===== config.mk =====
export PLATFORM = sky130hd
export DESIGN_NAME = mem_stage
export DESIGN_NICKNAME = d
export VERILOG_FILES = /design/src/verilog/mem_pkg.sv /design/src/verilog/mem_bus_if.sv /design/src/verilog/mem_access.sv /design/src/verilog/mem_clint.sv /design/src/verilog/mem_route.sv /design/src/verilog/mem_stage.sv
export SDC_FILE = /design/constraint.sdc
export NUM_CORES = 1
export LEC_CHECK = 0
export BUFFER_PORTS_ARGS = -buffer_cell sky130_fd_sc_hd__buf_4
export CELL_PAD_IN_SITES_DETAIL_PLACEMENT = 1
export CELL_PAD_IN_SITES_GLOBAL_PLACEMENT = 1
export CORE_MARGIN = 2
export CORE_UTILIZATION = 39
export DETAILED_ROUTE_END_ITERATION = 8
export GPL_ROUTABILITY_DRIVEN = 0
export PLACE_DENSITY_LB_ADDON = 0.1
export SLEW_MARGIN = 0
export SYNTH_ARGS = -nofsm -noshare
export SYNTH_HDL_FRONTEND = slang
export SYNTH_HIERARCHICAL = 1
export SYNTH_SLANG_ARGS = --single-unit

===== constraint.sdc =====
create_clock -name clk -period 10.9 [get_ports clk]
set_clock_uncertainty 0.1 [all_clocks]
set_input_delay 2.18 -clock clk [delete_from_list [all_inputs] [get_ports clk]]
set_output_delay 2.18 -clock clk [all_outputs]
set_load 0.03 [all_outputs]

===== src/verilog/mem_pkg.sv =====
package mem_pkg;

    typedef logic [63:0] data_t;
    typedef logic [63:0] addr_t;
    typedef logic [4:0]  reg_idx_t;
    typedef logic [1:0]  size_t;

    typedef enum logic [2:0] {
        LD_B  = 3'd0,
        LD_H  = 3'd1,
        LD_W  = 3'd2,
        LD_D  = 3'd3,
        LD_BU = 3'd4,
        LD_HU = 3'd5,
        LD_WU = 3'd6
    } load_type_e;

    typedef enum logic [1:0] {
        ST_B = 2'd0,
        ST_H = 2'd1,
        ST_W = 2'd2,
        ST_D = 2'd3
    } store_type_e;

    localparam size_t SZ_B = 2'd0;
    localparam size_t SZ_H = 2'd1;
    localparam size_t SZ_W = 2'd2;
    localparam size_t SZ_D = 2'd3;

    typedef enum logic [1:0] {
        RESP_OKAY  = 2'b00,
        RESP_ERROR = 2'b10
    } resp_e;

    // One bus word, viewed per lane width.
    typedef union packed {
        logic [7:0][7:0]  b;
        logic [3:0][15:0] h;
        logic [1:0][31:0] w;
        logic [63:0]      d;
    } mem_lane_u;

    localparam addr_t CLINT_MTIMECMP_OFS = 64'h0000_0000_0000_4000;
    localparam addr_t CLINT_MTIME_OFS    = 64'h0000_0000_0000_bff8;

endpackage


===== src/verilog/mem_bus_if.sv =====
`timescale 1ns/10ps

interface mem_bus_if;

    logic              valid;
    logic              write;
    mem_pkg::addr_t    addr;
    mem_pkg::size_t    size;
    mem_pkg::data_t    wdata;
    logic              ready;
    mem_pkg::data_t    rdata;
    mem_pkg::resp_e    resp;

    modport master (
        output valid, write, addr, size, wdata,
        input  ready, rdata, resp
    );

    modport slave (
        input  valid, write, addr, size, wdata,
        output ready, rdata, resp
    );

endinterface


===== src/verilog/mem_access.sv =====
`timescale 1ns/10ps

module mem_access (
    input  logic                    inst_valid_i,
    input  logic                    mem_read_i,
    input  logic                    mem_write_i,
    input  mem_pkg::load_type_e     load_type_i,
    input  mem_pkg::store_type_e    store_type_i,
    input  logic                    rs2_en_i,
    input  mem_pkg::reg_idx_t       rs2_index_i,
    input  mem_pkg::data_t          rs2_data_i,
    input  mem_pkg::data_t          ex_result_i,
    input  logic                    wb_rd_en_i,
    input  mem_pkg::reg_idx_t       wb_rd_index_i,
    input  mem_pkg::data_t          wb_rd_data_i,
    output mem_pkg::data_t          rd_data_o,
    output logic                    access_ok_o,
    output logic                    fault_o,
    mem_bus_if.master               bus
);

    logic                fwd_hit;
    mem_pkg::data_t      store_data;
    mem_pkg::addr_t      acc_addr;
    mem_pkg::size_t      acc_size;
    logic                is_mem;
    logic                misalign;
    logic                done;
    mem_pkg::mem_lane_u  wr_lanes;
    mem_pkg::mem_lane_u  rd_lanes;
    logic [7:0]          byte_sel;
    logic [15:0]         half_sel;
    logic [31:0]         word_sel;
    mem_pkg::data_t      load_ext;

    // Write-back result overrides a stale rs2.
    assign fwd_hit    = rs2_en_i & wb_rd_en_i & (rs2_index_i == wb_rd_index_i)
                        & (rs2_index_i != '0);
    assign store_data = fwd_hit ? wb_rd_data_i : rs2_data_i;

    assign acc_addr = ex_result_i;                          // Address from execute.
    assign is_mem   = inst_valid_i & (mem_read_i | mem_write_i);

    always_comb begin
        if (mem_write_i) begin
            case (store_type_i)
                mem_pkg::ST_B: acc_size = mem_pkg::SZ_B;
                mem_pkg::ST_H: acc_size = mem_pkg::SZ_H;
                mem_pkg::ST_W: acc_size = mem_pkg::SZ_W;
                default:       acc_size = mem_pkg::SZ_D;
            endcase
        end else begin
            case (load_type_i)
                mem_pkg::LD_B, mem_pkg::LD_BU: acc_size = mem_pkg::SZ_B;
                mem_pkg::LD_H, mem_pkg::LD_HU: acc_size = mem_pkg::SZ_H;
                mem_pkg::LD_W, mem_pkg::LD_WU: acc_size = mem_pkg::SZ_W;
                default:                       acc_size = mem_pkg::SZ_D;
            endcase
        end
    end

    always_comb begin
        case (acc_size)
            mem_pkg::SZ_H: misalign = acc_addr[0];
            mem_pkg::SZ_W: misalign = |acc_addr[1:0];
            mem_pkg::SZ_D: misalign = |acc_addr[2:0];
            default:       misalign = 1'b0;
        endcase
    end

    // Store data moved onto the addressed lanes.
    always_comb begin
        wr_lanes.d = '0;
        case (acc_size)
            mem_pkg::SZ_B: wr_lanes.b[acc_addr[2:0]] = store_data[7:0];
            mem_pkg::SZ_H: wr_lanes.h[acc_addr[2:1]] = store_data[15:0];
            mem_pkg::SZ_W: wr_lanes.w[acc_addr[2]]   = store_data[31:0];
            default:       wr_lanes.d                = store_data;
        endcase
    end

    assign bus.valid = is_mem & ~misalign;                  // Misaligned never leaves.
    assign bus.write = mem_write_i;
    assign bus.addr  = acc_addr;
    assign bus.size  = acc_size;
    assign bus.wdata = wr_lanes.d;

    assign rd_lanes.d = bus.rdata;
    assign byte_sel   = rd_lanes.b[acc_addr[2:0]];
    assign half_sel   = rd_lanes.h[acc_addr[2:1]];
    assign word_sel   = rd_lanes.w[acc_addr[2]];

    always_comb begin
        case (load_type_i)
            mem_pkg::LD_B:  load_ext = {{56{byte_sel[7]}}, byte_sel};
            mem_pkg::LD_H:  load_ext = {{48{half_sel[15]}}, half_sel};
            mem_pkg::LD_W:  load_ext = {{32{word_sel[31]}}, word_sel};
            mem_pkg::LD_BU: load_ext = {56'd0, byte_sel};
            mem_pkg::LD_HU: load_ext = {48'd0, half_sel};
            mem_pkg::LD_WU: load_ext = {32'd0, word_sel};
            default:        load_ext = rd_lanes.d;
        endcase
    end

    assign done = bus.valid & bus.ready;

    // Non-memory instructions pass straight through.
    assign access_ok_o = is_mem ? (misalign | done) : 1'b1;
    assign fault_o     = is_mem & (misalign | (done & (bus.resp == mem_pkg::RESP_ERROR)));
    assign rd_data_o   = (mem_read_i & ~mem_write_i) ? load_ext : ex_result_i;

endmodule


===== src/verilog/mem_clint.sv =====
`timescale 1ns/10ps

module mem_clint #(
    parameter int unsigned TICK_DIV = 1
) (
    input  logic         clk,
    input  logic         rst_n_i,
    mem_bus_if.slave     bus,
    output logic         mtip_o
);

    localparam int unsigned DIV_W = (TICK_DIV > 1) ? $clog2(TICK_DIV) : 1;

    logic [DIV_W-1:0]  div_cnt;
    logic              tick;
    mem_pkg::data_t    mtime;
    mem_pkg::data_t    mtimecmp;
    logic              ack_q;
    logic              sel_cmp;
    logic              sel_time;
    logic              acc_ok;

    assign tick = (div_cnt == DIV_W'(TICK_DIV - 1));

    always_ff @(posedge clk or negedge rst_n_i) begin
        if (!rst_n_i) begin
            div_cnt <= '0;
            mtime   <= '0;
        end else if (tick) begin
            div_cnt <= '0;
            mtime   <= mtime + 64'd1;
        end else begin
            div_cnt <= div_cnt + 1'b1;
        end
    end

    assign sel_cmp  = (bus.addr == mem_pkg::CLINT_MTIMECMP_OFS);
    assign sel_time = (bus.addr == mem_pkg::CLINT_MTIME_OFS);

    // Doubleword only; mtime is read-only.
    assign acc_ok = (bus.size == mem_pkg::SZ_D) & (sel_cmp | (sel_time & ~bus.write));

    always_ff @(posedge clk or negedge rst_n_i) begin
        if (!rst_n_i) begin
            ack_q <= 1'b0;
        end else begin
            ack_q <= bus.valid & ~ack_q;                    // One ack per request.
        end
    end

    always_ff @(posedge clk or negedge rst_n_i) begin
        if (!rst_n_i) begin
            mtimecmp <= '1;                                 // No interrupt out of reset.
        end else if (bus.valid & ack_q & bus.write & acc_ok & sel_cmp) begin
            mtimecmp <= bus.wdata;
        end
    end

    assign bus.ready = ack_q;
    assign bus.rdata = sel_cmp ? mtimecmp : (sel_time ? mtime : '0);
    assign bus.resp  = acc_ok ? mem_pkg::RESP_OKAY : mem_pkg::RESP_ERROR;

    assign mtip_o = (mtime >= mtimecmp);

endmodule


===== src/verilog/mem_route.sv =====
`timescale 1ns/10ps

module mem_route #(
    parameter mem_pkg::addr_t CLINT_BASE = 64'h0000_0000_0200_0000,
    parameter mem_pkg::addr_t CLINT_SPAN = 64'h0000_0000_0001_0000
) (
    mem_bus_if.slave            cpu_bus,
    mem_bus_if.master           clint_bus,
    output logic                mem_valid_o,
    output logic                mem_write_o,
    output mem_pkg::addr_t      mem_addr_o,
    output mem_pkg::size_t      mem_size_o,
    output mem_pkg::data_t      mem_wdata_o,
    input  logic                mem_ready_i,
    input  mem_pkg::data_t      mem_rdata_i,
    input  mem_pkg::resp_e      mem_resp_i
);

    mem_pkg::addr_t  clint_ofs;
    logic            clint_hit;

    // Below the base wraps to a huge offset and misses.
    assign clint_ofs = cpu_bus.addr - CLINT_BASE;
    assign clint_hit = (clint_ofs < CLINT_SPAN);

    assign clint_bus.valid = cpu_bus.valid & clint_hit;
    assign clint_bus.write = cpu_bus.write;
    assign clint_bus.addr  = clint_ofs;                     // CLINT sees its own offset.
    assign clint_bus.size  = cpu_bus.size;
    assign clint_bus.wdata = cpu_bus.wdata;

    assign mem_valid_o = cpu_bus.valid & ~clint_hit;
    assign mem_write_o = cpu_bus.write;
    assign mem_addr_o  = cpu_bus.addr;
    assign mem_size_o  = cpu_bus.size;
    assign mem_wdata_o = cpu_bus.wdata;

    // Only the selected side can finish the transfer.
    always_comb begin
        if (clint_hit) begin
            cpu_bus.ready = clint_bus.ready;
            cpu_bus.rdata = clint_bus.rdata;
            cpu_bus.resp  = clint_bus.resp;
        end else begin
            cpu_bus.ready = mem_ready_i;
            cpu_bus.rdata = mem_rdata_i;
            cpu_bus.resp  = mem_resp_i;
        end
    end

endmodule


===== src/verilog/mem_stage.sv =====
`timescale 1ns/10ps

module mem_stage #(
    parameter mem_pkg::addr_t CLINT_BASE = 64'h0000_0000_0200_0000,
    parameter mem_pkg::addr_t CLINT_SPAN = 64'h0000_0000_0001_0000,
    parameter int unsigned    TICK_DIV   = 1
) (
    input  logic                    clk,
    input  logic                    rst_n_i,
    input  logic                    inst_valid_i,
    input  logic                    mem_read_i,
    input  logic                    mem_write_i,
    input  mem_pkg::load_type_e     load_type_i,
    input  mem_pkg::store_type_e    store_type_i,
    input  logic                    rs2_en_i,
    input  mem_pkg::reg_idx_t       rs2_index_i,
    input  mem_pkg::data_t          rs2_data_i,
    input  mem_pkg::data_t          ex_result_i,
    input  logic                    wb_rd_en_i,
    input  mem_pkg::reg_idx_t       wb_rd_index_i,
    input  mem_pkg::data_t          wb_rd_data_i,
    output mem_pkg::data_t          rd_data_o,
    output logic                    access_ok_o,
    output logic                    fault_o,
    output logic                    mtip_o,
    output logic                    mem_valid_o,
    output logic                    mem_write_o,
    output mem_pkg::addr_t          mem_addr_o,
    output mem_pkg::size_t          mem_size_o,
    output mem_pkg::data_t          mem_wdata_o,
    input  logic                    mem_ready_i,
    input  mem_pkg::data_t          mem_rdata_i,
    input  mem_pkg::resp_e          mem_resp_i
);

    mem_bus_if cpu_bus ();
    mem_bus_if clint_bus ();

    mem_access my_mem_access (
        .inst_valid_i  (inst_valid_i),
        .mem_read_i    (mem_read_i),
        .mem_write_i   (mem_write_i),
        .load_type_i   (load_type_i),
        .store_type_i  (store_type_i),
        .rs2_en_i      (rs2_en_i),
        .rs2_index_i   (rs2_index_i),
        .rs2_data_i    (rs2_data_i),
        .ex_result_i   (ex_result_i),
        .wb_rd_en_i    (wb_rd_en_i),
        .wb_rd_index_i (wb_rd_index_i),
        .wb_rd_data_i  (wb_rd_data_i),
        .rd_data_o     (rd_data_o),
        .access_ok_o   (access_ok_o),
        .fault_o       (fault_o),
        .bus           (cpu_bus.master)
    );

    mem_route #(
        .CLINT_BASE (CLINT_BASE),
        .CLINT_SPAN (CLINT_SPAN)
    ) my_mem_route (
        .cpu_bus     (cpu_bus.slave),
        .clint_bus   (clint_bus.master),
        .mem_valid_o (mem_valid_o),
        .mem_write_o (mem_write_o),
        .mem_addr_o  (mem_addr_o),
        .mem_size_o  (mem_size_o),
        .mem_wdata_o (mem_wdata_o),
        .mem_ready_i (mem_ready_i),
        .mem_rdata_i (mem_rdata_i),
        .mem_resp_i  (mem_resp_i)
    );

    mem_clint #(
        .TICK_DIV (TICK_DIV)
    ) my_mem_clint (
        .clk     (clk),
        .rst_n_i (rst_n_i),
        .bus     (clint_bus.slave),
        .mtip_o  (mtip_o)
    );

endmodule

; Word level (Yosys, flattened, before mapping)
; Cells that the tools add are included.
[word_totals]
reg_bits = 130
input_bits = 281
[op_classes]
add_sub_neg = 3
n_lt_le_gt_ge = 8
eq_ne = 14
mux = 28
bitwise_logic = 29
reduce_logical = 12
[op_table]
columns = cell, n
row1 = 64-bit one-hot mux with 6 select lines, 1
row2 = 64-bit two-way mux, 5
row3 = 64-bit bitwise AND, 3
row4 = 64-bit one-hot mux with 3 select lines, 1
row5 = 32-bit two-way mux, 3
row6 = 64-bit by 1-bit adder with 64-bit output (second input constant), 1
row7 = 64-bit by 15-bit equality test with 1-bit output (second input constant), 1
row8 = 64-bit by 16-bit equality test with 1-bit output (second input constant), 1
row9 = 64-bit >= comparator, 1
row10 = 64-bit by 17-bit < comparator with 1-bit output (second input constant), 1
row11 = 64-bit by 26-bit subtractor with 64-bit output (second input constant), 1
row12 = 16-bit binary-select mux with 2-bit select, 1
row13 = 16-bit demux with 2-bit select, 1
row14 = 32-bit demux with 1-bit select, 1
row15 = 16-bit two-way mux, 2
row16 = 8-bit binary-select mux with 3-bit select, 1
row17 = 8-bit demux with 3-bit select, 1
row18 = 1-bit bitwise AND, 18
row19 = 8-bit two-way mux, 2
row20 = 2-bit one-hot mux with 3 select lines, 2
row21 = 3-bit equality test (second input constant), 3
row22 = 2-bit equality test (second input constant), 4
row23 = 2-bit OR reduction, 4
row24 = 2-bit two-way mux, 3
row25 = other kinds (20), 32

; Longest topological paths before layout
; Gate-level depths: netlist (run 1).
[logic_depth]
word_depth = 13
ltp_mapped = 25
depth_no_buf = 19

; Modules after synthesis
; The synthesis (run 1) kept the hierarchy.
[modules_own_cells]
columns = mod, instances, cells_each, area_each_um2, seq_area_each_um2
row1 = mem_clint, 1, 738, 7770.0, 3308.2
row2 = mem_access, 1, 726, 5006.1, 0.0
row3 = mem_route, 1, 472, 3708.6, 0.0

; Worst setup path before layout (run 1)
; Ideal clock, no wire load.
[synth_path]
kind = input to output
startpoint = input port ex_result_i[25]
endpoint = output port rd_data_o[32]
arrival_ns = 7.552
setup_slack_ns = 1.068
stages = 22
path_buffers = 5
cell_sequence = buf_4 -> clkbuf_1 -> inv_1 -> ha_1 -> nor3b_1 -> nand4_1 -> o21a_1 -> or2_2 -> nor4_1 -> nand4_1 -> nor4_1 -> and4_1 -> buf_2 -> buf_1 -> a22o_1 -> mux2_2 -> mux2i_1 -> mux4_2 -> a2111oi_2 -> nor3_2 -> buf_6 -> a21oi_1
[synth_between]
elab_chain_len = 9
word_cells_on_any_way = 15
[synth_lines]
columns = element, line
row1 = from (decl), mem_stage.sv:18  ; input mem_pkg::data_t ex_result_i,
row2 = 64-bit by 26-bit subtractor with 64-bit output (*), mem_route.sv:23  ; assign clint_ofs = cpu_bus.addr - CLINT_BASE;
row3 = via clint_bus.addr[25], mem_bus_if.sv:7  ; mem_pkg::addr_t addr;
row4 = 64-bit by 16-bit equality test with 1-bit output, mem_clint.sv:38  ; assign sel_time = (bus.addr == mem_pkg::CLINT_MTIME_OFS);
row5 = 64-bit two-way mux, mem_clint.sv:60  ; assign bus.rdata = sel_cmp ? mtimecmp : (sel_time ? mtime : '0);
row6 = 64-bit two-way mux (*), mem_clint.sv:60
row7 = via clint_bus.rdata[39], mem_bus_if.sv:11  ; mem_pkg::data_t rdata;
row8 = 64-bit two-way mux (*), mem_route.sv:40  ; if (clint_hit) begin
row9 = via cpu_bus.rdata[39], mem_bus_if.sv:11
row10 = 8-bit binary-select mux with 3-bit select (*), mem_access.sv:89  ; assign byte_sel = rd_lanes.b[acc_addr[2:0]];
row11 = 8-bit two-way mux (implied by the code) (*), mem_access.sv:89
row12 = 64-bit one-hot mux with 6 select lines (*), mem_access.sv:94  ; case (load_type_i)
row13 = 64-bit two-way mux (*), mem_access.sv:110  ; assign rd_data_o = (mem_read_i & ~mem_write_i) ? load_ext : ex_result_i;
row14 = to (decl), mem_stage.sv:22  ; output mem_pkg::data_t rd_data_o,
; Mark *: on every way through the listed nets, which the timed path passes. The rest lies on a longest branch. The select of a mux whose other input is x is not followed.

; Worst setup path in the final report (run 1)
[layout_path]
startpoint = input port ex_result_i[40]
endpoint = output port rd_data_o[16]
[layout_between]
elab_chain_len = 9
word_cells_on_any_way = 15
[layout_lines]
columns = element, line
row1 = 64-bit by 26-bit subtractor with 64-bit output (*), mem_route.sv:23
row2 = via clint_bus.addr[55], mem_bus_if.sv:7
row3 = 64-bit by 16-bit equality test with 1-bit output, mem_clint.sv:38
row4 = 64-bit two-way mux, mem_clint.sv:60
row5 = 64-bit two-way mux (*), mem_clint.sv:60
row6 = via clint_bus.rdata[31], mem_bus_if.sv:11
row7 = 64-bit two-way mux (*), mem_route.sv:40
row8 = via cpu_bus.rdata[31], mem_bus_if.sv:11
row9 = 8-bit binary-select mux with 3-bit select / 16-bit binary-select mux with 2-bit select (equally long branches), "mem_access.sv:89, mem_access.sv:90"
row10 = 8-bit two-way mux (implied by the code) / 16-bit two-way mux (equally long branches), "mem_access.sv:89, mem_access.sv:90"
row11 = 64-bit one-hot mux with 6 select lines (*), mem_access.sv:94
row12 = 64-bit two-way mux (*), mem_access.sv:110
; Marks and branches as above.

==> results of run 1 <==
==> worst paths after layout <==
kind                                   startpoint                     end  slack, ns  cells past startpoint
max                               ex_result_i[40]           rd_data_o[16]       0.86                     19
min                        my_mem_clint/bus.ready  my_mem_clint/bus.ready       0.36                      1
max in group asynchronous                 rst_n_i  my_mem_clint/mtime[27]       7.46                      2
min reg2reg                my_mem_clint/bus.ready  my_mem_clint/bus.ready       0.36                      1
max reg2reg                 my_mem_clint/mtime[2]  my_mem_clint/mtime[63]       7.57                      6
min in group asynchronous                 rst_n_i   my_mem_clint/mtime[4]       1.71                      1
==> worst max-delay path: stages <==
cell and delay (ns):
buf_4 0.14, or4_4 0.57, nor4_1 0.33, buf_4 0.21
and2_1 0.18, nand3b_1 0.13, xnor2_1 0.15, nor4_1 0.35
nand4_1 0.15, nor4_1 0.39, and4_2 0.68, a22o_1 0.24
mux2_2 0.22, mux2i_1 0.09, mux4_2 0.50, o41a_1 0.51
o21a_4 0.31, a21oi_1 0.20, buf_4 0.19
==> Yosys cell counts, types with 19 or more instances <==
cell type / number / area, sq um
o22ai_1: 59 / 369
buf_4: 292 / 2190
mux2_2: 143 / 1610
nand2_1: 143 / 537
o21ai_0: 30 / 150
a21oi_1: 78 / 390
a222oi_1: 20 / 200
clkbuf_1: 56 / 210
nor4_1: 31 / 194
ha_1: 66 / 826
nor2_1: 107 / 402
dfrtp_1: 65 / 1630
nand3_1: 49 / 245
inv_1: 99 / 372
xnor2_1: 54 / 473
buf_2: 28 / 140
mux2_4: 19 / 285
xor2_1: 44 / 385
mux2i_1: 70 / 701
nor3_1: 37 / 185
a22o_1: 81 / 709
dfstp_2: 64 / 1680
nand4_1: 31 / 194
==> cell usage in the layout, fill, tap and decap left out, types with 37 or more instances in the layout <==
cell type  netlist  final
nor3_1          37     37
dfstp_2         64     64
buf_4          292    501
inv_1           99     99
o22ai_1         59     59
mux2_2         143    143
nand2_1        143    143
dfrtp_1         65     65
xnor2_1         54     54
ha_1            66     66
nor2_1         107    107
nand3_1         49     48
a21oi_1         78     77
mux2i_1         70     70
xor2_1          44     44
a22o_1          81     81
==> per-stage QoR <==
stage | utilization (%) | power [W] | hold WS [ns] | worst slack (ns)
floorplan | - | 0.000892 | 0.313 | 1.07
global placement | 43.6 | 0.00109 | 0.339 | 1.08
detailed placement | 43.6 | 0.00109 | 0.351 | 0.953
CTS | 44.9 | 0.00166 | 0.361 | 0.934
global route | 45.0 | 0.00171 | 0.397 | 0.561
finish | 45.0 | 0.00165 | 0.361 | 0.858
==> cell families after synthesis <==
logic type / after synthesis
simple gates: 499
buf+inv: 495
compound gates: 397
mux: 251
flops: 129
xor+xnor: 98
fa+ha+maj: 66
other cells: 1
==> layout make-up <==
class | count | area, sq um
Antenna cell | 4 | 10.0
Clock inverter | 14 | 120
Fill cell | 5001 | 23000
Tap cell | 539 | 674
Timing Repair Buffer | 501 | 3760
Multi-Input combinational cell | 1312 | 10100
Sequential cell | 129 | 3310
Inverter | 99 | 372
Clock buffer | 18 | 450
==> power by group through the flow <==
stage / combinational [W] / sequential [W] / clock, W
finish: 0.000609 / 0.000480 / 0.000564
global route: 0.000635 / 0.000480 / 0.000593
CTS: 0.000606 / 0.000480 / 0.000576
detailed placement: 0.000604 / 0.000488 / 0
global placement: 0.000600 / 0.000488 / 0
floorplan: 0.000404 / 0.000488 / 0
==> state kept, by name, summed over array words and instances, names as in the netlist <==
| register | flops |
|---|---|
| my_mem_clint/bus.ready | 1 |
| my_mem_clint/mtimecmp | 64 |
| my_mem_clint/mtime | 64 |
==> layer usage <==
| metal | GRT usage (%) | vias to the layer above | part of all wire [%] |
|---|---|---|---|
| li1 | - | 7039 | - |
| met1 | 42.2 | 7986 | 41 |
| met2 | 57.6 | 736 | 47 |
| met3 | 5.12 | 158 | 6.1 |
| met4 | 20.1 | 0 | 6.0 |
| met5 | 0 | - | 0 |
==> run summary, run 1 <==
HPWL after DPL -> 64,000 microns
fin crit period -> 10.04 ns
CTS Buffer Depth -> 2
DIE HEIGHT -> 210 microns
Synth Cell Area -> 16,500 sq um
drt pass-1 iters -> 6
Max Cap Viol -> 0
fin area -> 18,800 sq um
Clk Latency, worst-skew pair -> 0.44 ns
Post-Synthesis Cells -> 1,936
final WL -> 77,500 microns
row count -> 75
Max-slew headroom -> 15.6%
Synth Area in Simple Gates -> 15.5%
Yosys cell types -> 84
number of primary I/O pins -> 480
syn_nets -> 2,283
share of synthesized registers carrying an async set or reset -> 100%
EDFF count, synth -> 0
DIE AREA -> 43,900 sq um
via count -> 15,900
Arr. time, crit path -> 7.76 ns
Seq cells post-synth -> 129
DR iter-0 viols -> 1,138
Setup CP Type -> primary input to output port
sequential element share of the synthesized area -> 20.1%
global-route usage over all layers -> 34.4%
status -> completed
fin cells -> 2,616
layout cells sized above 1 -> 39.1%
Logic pwr share -> 36.8%
starting density of the core -> 39.4%
mux cell area share after synthesis -> 18.1%
Final Hold Vio Count -> 0
H-Tree Depth -> 4
RSZ-0062 raised after global routing -> no
CTS sink cnt -> 129
Clk network pwr share -> 34.1%
Adder-Cell Fraction of Synth Area -> 5.01%
largest family of logic cells by synthesized area -> buffers and inverters
initial antenna violation count -> 4
fmax -> 0.0996 GHz
average cell area after synthesis -> 8.51 sq um
CP Launch Type -> primary input
CP Max Fanout -> 24
Routed Antenna Nets -> 0
CTS tree -> built
Leak -> 8.47 nW
worst min path class -> flip-flop to flip-flop
Placed Area -> 18,200 sq um
largest net degree at the start of global routing -> 78
total global routing overflow -> 0
Port Buf Inserts -> 479
Compound-Gate Fraction of Synth Area -> 17.4%
Crit. End Element -> output port
CTS root buf -> clkbuf_16
Pins Over Slew Limit -> 0
clock slew at reported path FFs -> 0.06 ns
Most used DFF post-synth -> dfrtp_1
DRC -> 0
Core Area -> 41,900 sq um
setup TNS -> 0 ns
Switch Pwr -> 0.000636 W
Vias/cell -> 6.09
worst path required time -> 8.62 ns
Flop pwr share -> 29.0%
vias in the first global route -> 16,500
Cell Int Power -> 0.00102 W
switch share -> 38.5%
first-pass GRT wire length -> 111,000 microns
DR WL/cell -> 29.6 microns
CTS Hold Buffers Added -> 0
endpoints failing setup -> 0
Placed Instances -> 2,580
xor/xnor share of the synthesized area -> 5.21%
Power Density -> 87.9 nW/um^2
total CTS buffers -> 17
Area growth syn-to-layout -> 14.1%
Post CTS Setup Buffer Count -> 0
post-CTS sizing -> 0
worst ir drop on vdd -> 0.114 mV
Final period util -> 92.1%
Ys Warns -> 6
worst-margin pin slew -> 1.26 ns
nets -> 2,407
Die W -> 210 microns
Note: power is estimated with default switching activity, not from simulation.
==> run 2, diff against run 1 <==
==> constraint.sdc (replaced) <==
create_clock -name clk -period 9.97 [get_ports clk]
set_clock_uncertainty 0.1 [all_clocks]
set_input_delay 1.994 -clock clk [delete_from_list [all_inputs] [get_ports clk]]
set_output_delay 1.994 -clock clk [all_outputs]
set_load 0.03 [all_outputs]
==> run 2 against run 1 <==
The flow now finishes with violations (design-rule violations). Setup slack got worse by 0.54 ns. Combinational power rose by 10%. Wire length is essentially flat. Core utilization is essentially flat. Via count increased by 1.1%. Sequential share of layout area barely moved. Non-clock buffer count grew 5. First-iteration DRC count rose by 8.4%. Cell count is 0.19% higher. Critical endpoint is now rd_data_o[50].
==> run summary, run 2 (synthesized netlist as in run 1, its figures left out) <==
status -> finished with violations (was completed)
violated checks -> design-rule violations
r2r endpoint -> my_mem_clint/mtime[63] (unchanged)
critical-path cell list -> buf_4 -> inv_1 -> ha_1 -> nor3b_1 -> buf_4 -> nand4_1 -> o21a_1 -> or2_2 -> nor4_1 -> nand4_1 -> nor4_1 -> and4_2 -> a22o_1 -> mux2_2 -> mux2i_1 -> mux4_2 -> a2111oi_2 -> nor3_4 -> a21oi_1 -> buf_4 (was buf_4 -> or4_4 -> nor4_1 -> buf_4 -> and2_1 -> nand3b_1 -> xnor2_1 -> nor4_1 -> nand4_1 -> nor4_1 -> and4_2 -> a22o_1 -> mux2_2 -> mux2i_1 -> mux4_2 -> o41a_1 -> o21a_4 -> a21oi_1 -> buf_4)
total global routing overflow -> 0 (unchanged)
starting density of the core -> 39.4% (unchanged)
Clk Latency, worst-skew pair -> 0.42 ns (was 0.44 ns)
Port Buf Inserts -> 479 (unchanged)
global-route usage over all layers -> 34.2% (was 34.4%)
H-Tree Depth -> 4 (unchanged)
setup TNS -> 0 ns (unchanged)
nets -> 2,412 (was 2,407)
worst-margin pin slew -> 1.19 ns (was 1.26 ns)
drt pass-1 iters -> 9 (was 6)
Placed Instances -> 2,585 (was 2,580)
DRC -> 8 (was 0)
CTS Hold Buffers Added -> 0 (unchanged)
fin cells -> 2,621 (was 2,616)
R2R cell count -> 6 (unchanged)
CP Capture Point -> rd_data_o[50] (was rd_data_o[16])
cell mode on critical path -> buf_4
CTS sink cnt -> 129 (unchanged)
worst path required time -> 7.88 ns (was 8.62 ns)
via count -> 16,100 (was 15,900)
HPWL after DPL -> 63,900 microns (was 64,000 microns)
fin crit period -> 9.65 ns
Core Area -> 41,900 sq um (unchanged)
final core utilization -> 45.0% (about the same)
Crit Reg-Reg Startpoint -> my_mem_clint/mtime[2] (unchanged)
DR iter-0 viols -> 1,234 (was 1,138)
Area growth syn-to-layout -> 14.2% (was 14.1%)
worst ir drop on vdd -> 0.110 mV (was 0.114 mV)
largest net degree at the start of global routing -> 74 (was 78)
CP Max Fanout -> 32 (was 24)
Largest delay share family, worst path -> simple AND/OR/NAND/NOR gates (unchanged)
Setup CP Type -> primary input to output port (unchanged)
Die W -> 210 microns (unchanged)
Crit. End Element -> output port (unchanged)
post-CTS sizing -> 0 (unchanged)
DIE AREA -> 43,900 sq um (unchanged)
Max Cap Viol -> 0 (unchanged)
vias in the first global route -> 16,500 (about the same)
Leak -> 8.48 nW (was 8.47 nW)
Max-slew headroom -> 18.2% (was 15.6%)
endpoints failing setup -> 0 (unchanged)
CTS root buf -> clkbuf_16 (unchanged)
CTS Buffer Depth -> 2 (unchanged)
layout cells sized above 1 -> 39.2% (was 39.1%)
first-pass GRT wire length -> 111,000 microns (about the same)
Final period util -> 96.8%
DR WL/cell -> 29.6 microns (about the same)
fmax -> 0.104 GHz
Buf+Inv Stages, Crit Path -> 4 (was 3)
Crit path depth -> 20 (was 19)
Power Density -> 94.1 nW/um^2 (was 87.9 nW/um^2)
number of primary I/O pins -> 480 (unchanged)
row count -> 75 (unchanged)
worst min path class -> flip-flop to flip-flop (unchanged)
CP max stage cell -> nor4_1 (was and4_2)
Routed Antenna Nets -> 0 (unchanged)
DIE HEIGHT -> 210 microns (unchanged)
crit path from -> ex_result_i[25] (was ex_result_i[40])
CP Launch Type -> primary input (unchanged)
Final Hold Vio Count -> 0 (unchanged)
Arr. time, crit path -> 7.56 ns (was 7.76 ns)
leading cell type in the layout, fill and taps excluded -> buf_4 (unchanged)
initial antenna violation count -> 5 (was 4)
total CTS buffers -> 17 (unchanged)
Pins Over Slew Limit -> 0 (unchanged)
Post CTS Setup Buffer Count -> 0 (unchanged)
clock slew at reported path FFs -> 0.06 ns (about the same)
CTS tree -> built (unchanged)
commonest non-fill, non-tap cells in the layout -> buf_4, nand2_1, mux2_2 (unchanged)
CP peak stage delay -> 0.65 ns (was 0.68 ns)
Vias/cell -> 6.14 (was 6.09)
R2R Setup Slk -> 6.73 ns (was 7.57 ns)
RSZ-0062 raised after global routing -> no (unchanged)
final WL -> 77,600 microns (was 77,500 microns)
==> run 2: metrics by stage <==
stage | hold WS [ns] | instance area (sq um) | power [W] | setup WS, ns
after global placement | 0.338 | 18300 | 0.00119 | 0.630
after CTS | 0.358 | 18800 | 0.00178 | 0.457
after global routing | 0.379 | 18800 | 0.00183 | 0.0231
after detailed placement | 0.348 | 18300 | 0.00120 | 0.442
after floorplan | 0.313 | 16500 | 0.000975 | 0.510
final | 0.354 | 18800 | 0.00177 | 0.319
==> run 2: final cells by class <==
type	count	area [sq um]
multi-input cells	1312	10100
flip-flops and latches	129	3310
repair buffers	506	3800
clock inverters	15	109
clock buffers	17	425
well taps	539	674
inverters	99	372
fillers	5003	23000
diodes	4	10.0
==> run 2: power by group <==
| group | switching, W | leakage (nW) | total [W] | internal (W) |
|---|---|---|---|---|
| clock | 0.000256 | 0.265 | 0.000576 | 0.000320 |
| sequential | 0.00000000000000000000503 | 1.55 | 0.000525 | 0.000525 |
| combinational | 0.000422 | 6.66 | 0.000670 | 0.000248 |
==> run 2: worst min path at each step <==
stage	start	to	slack (ns)	cells after the start
floorplan	my_mem_clint/bus.ready	my_mem_clint/bus.ready	0.31	1
global placement	my_mem_clint/bus.ready	my_mem_clint/bus.ready	0.34	1
detailed placement	my_mem_clint/bus.ready	my_mem_clint/bus.ready	0.35	1
CTS	my_mem_clint/bus.ready	my_mem_clint/bus.ready	0.36	1
global route	my_mem_clint/bus.ready	my_mem_clint/bus.ready	0.38	1
finish	my_mem_clint/bus.ready	my_mem_clint/bus.ready	0.35	1
==> run 2: layer usage <==
metal / wire length, microns / global-route usage (%) / vias up
met4: 4490 / 18.8 / 2
met1: 31000 / 41.9 / 8120
met3: 5100 / 5.21 / 164
li1: - / - / 7031
met2: 36900 / 58.0 / 784
met5: 16 / 0 / -
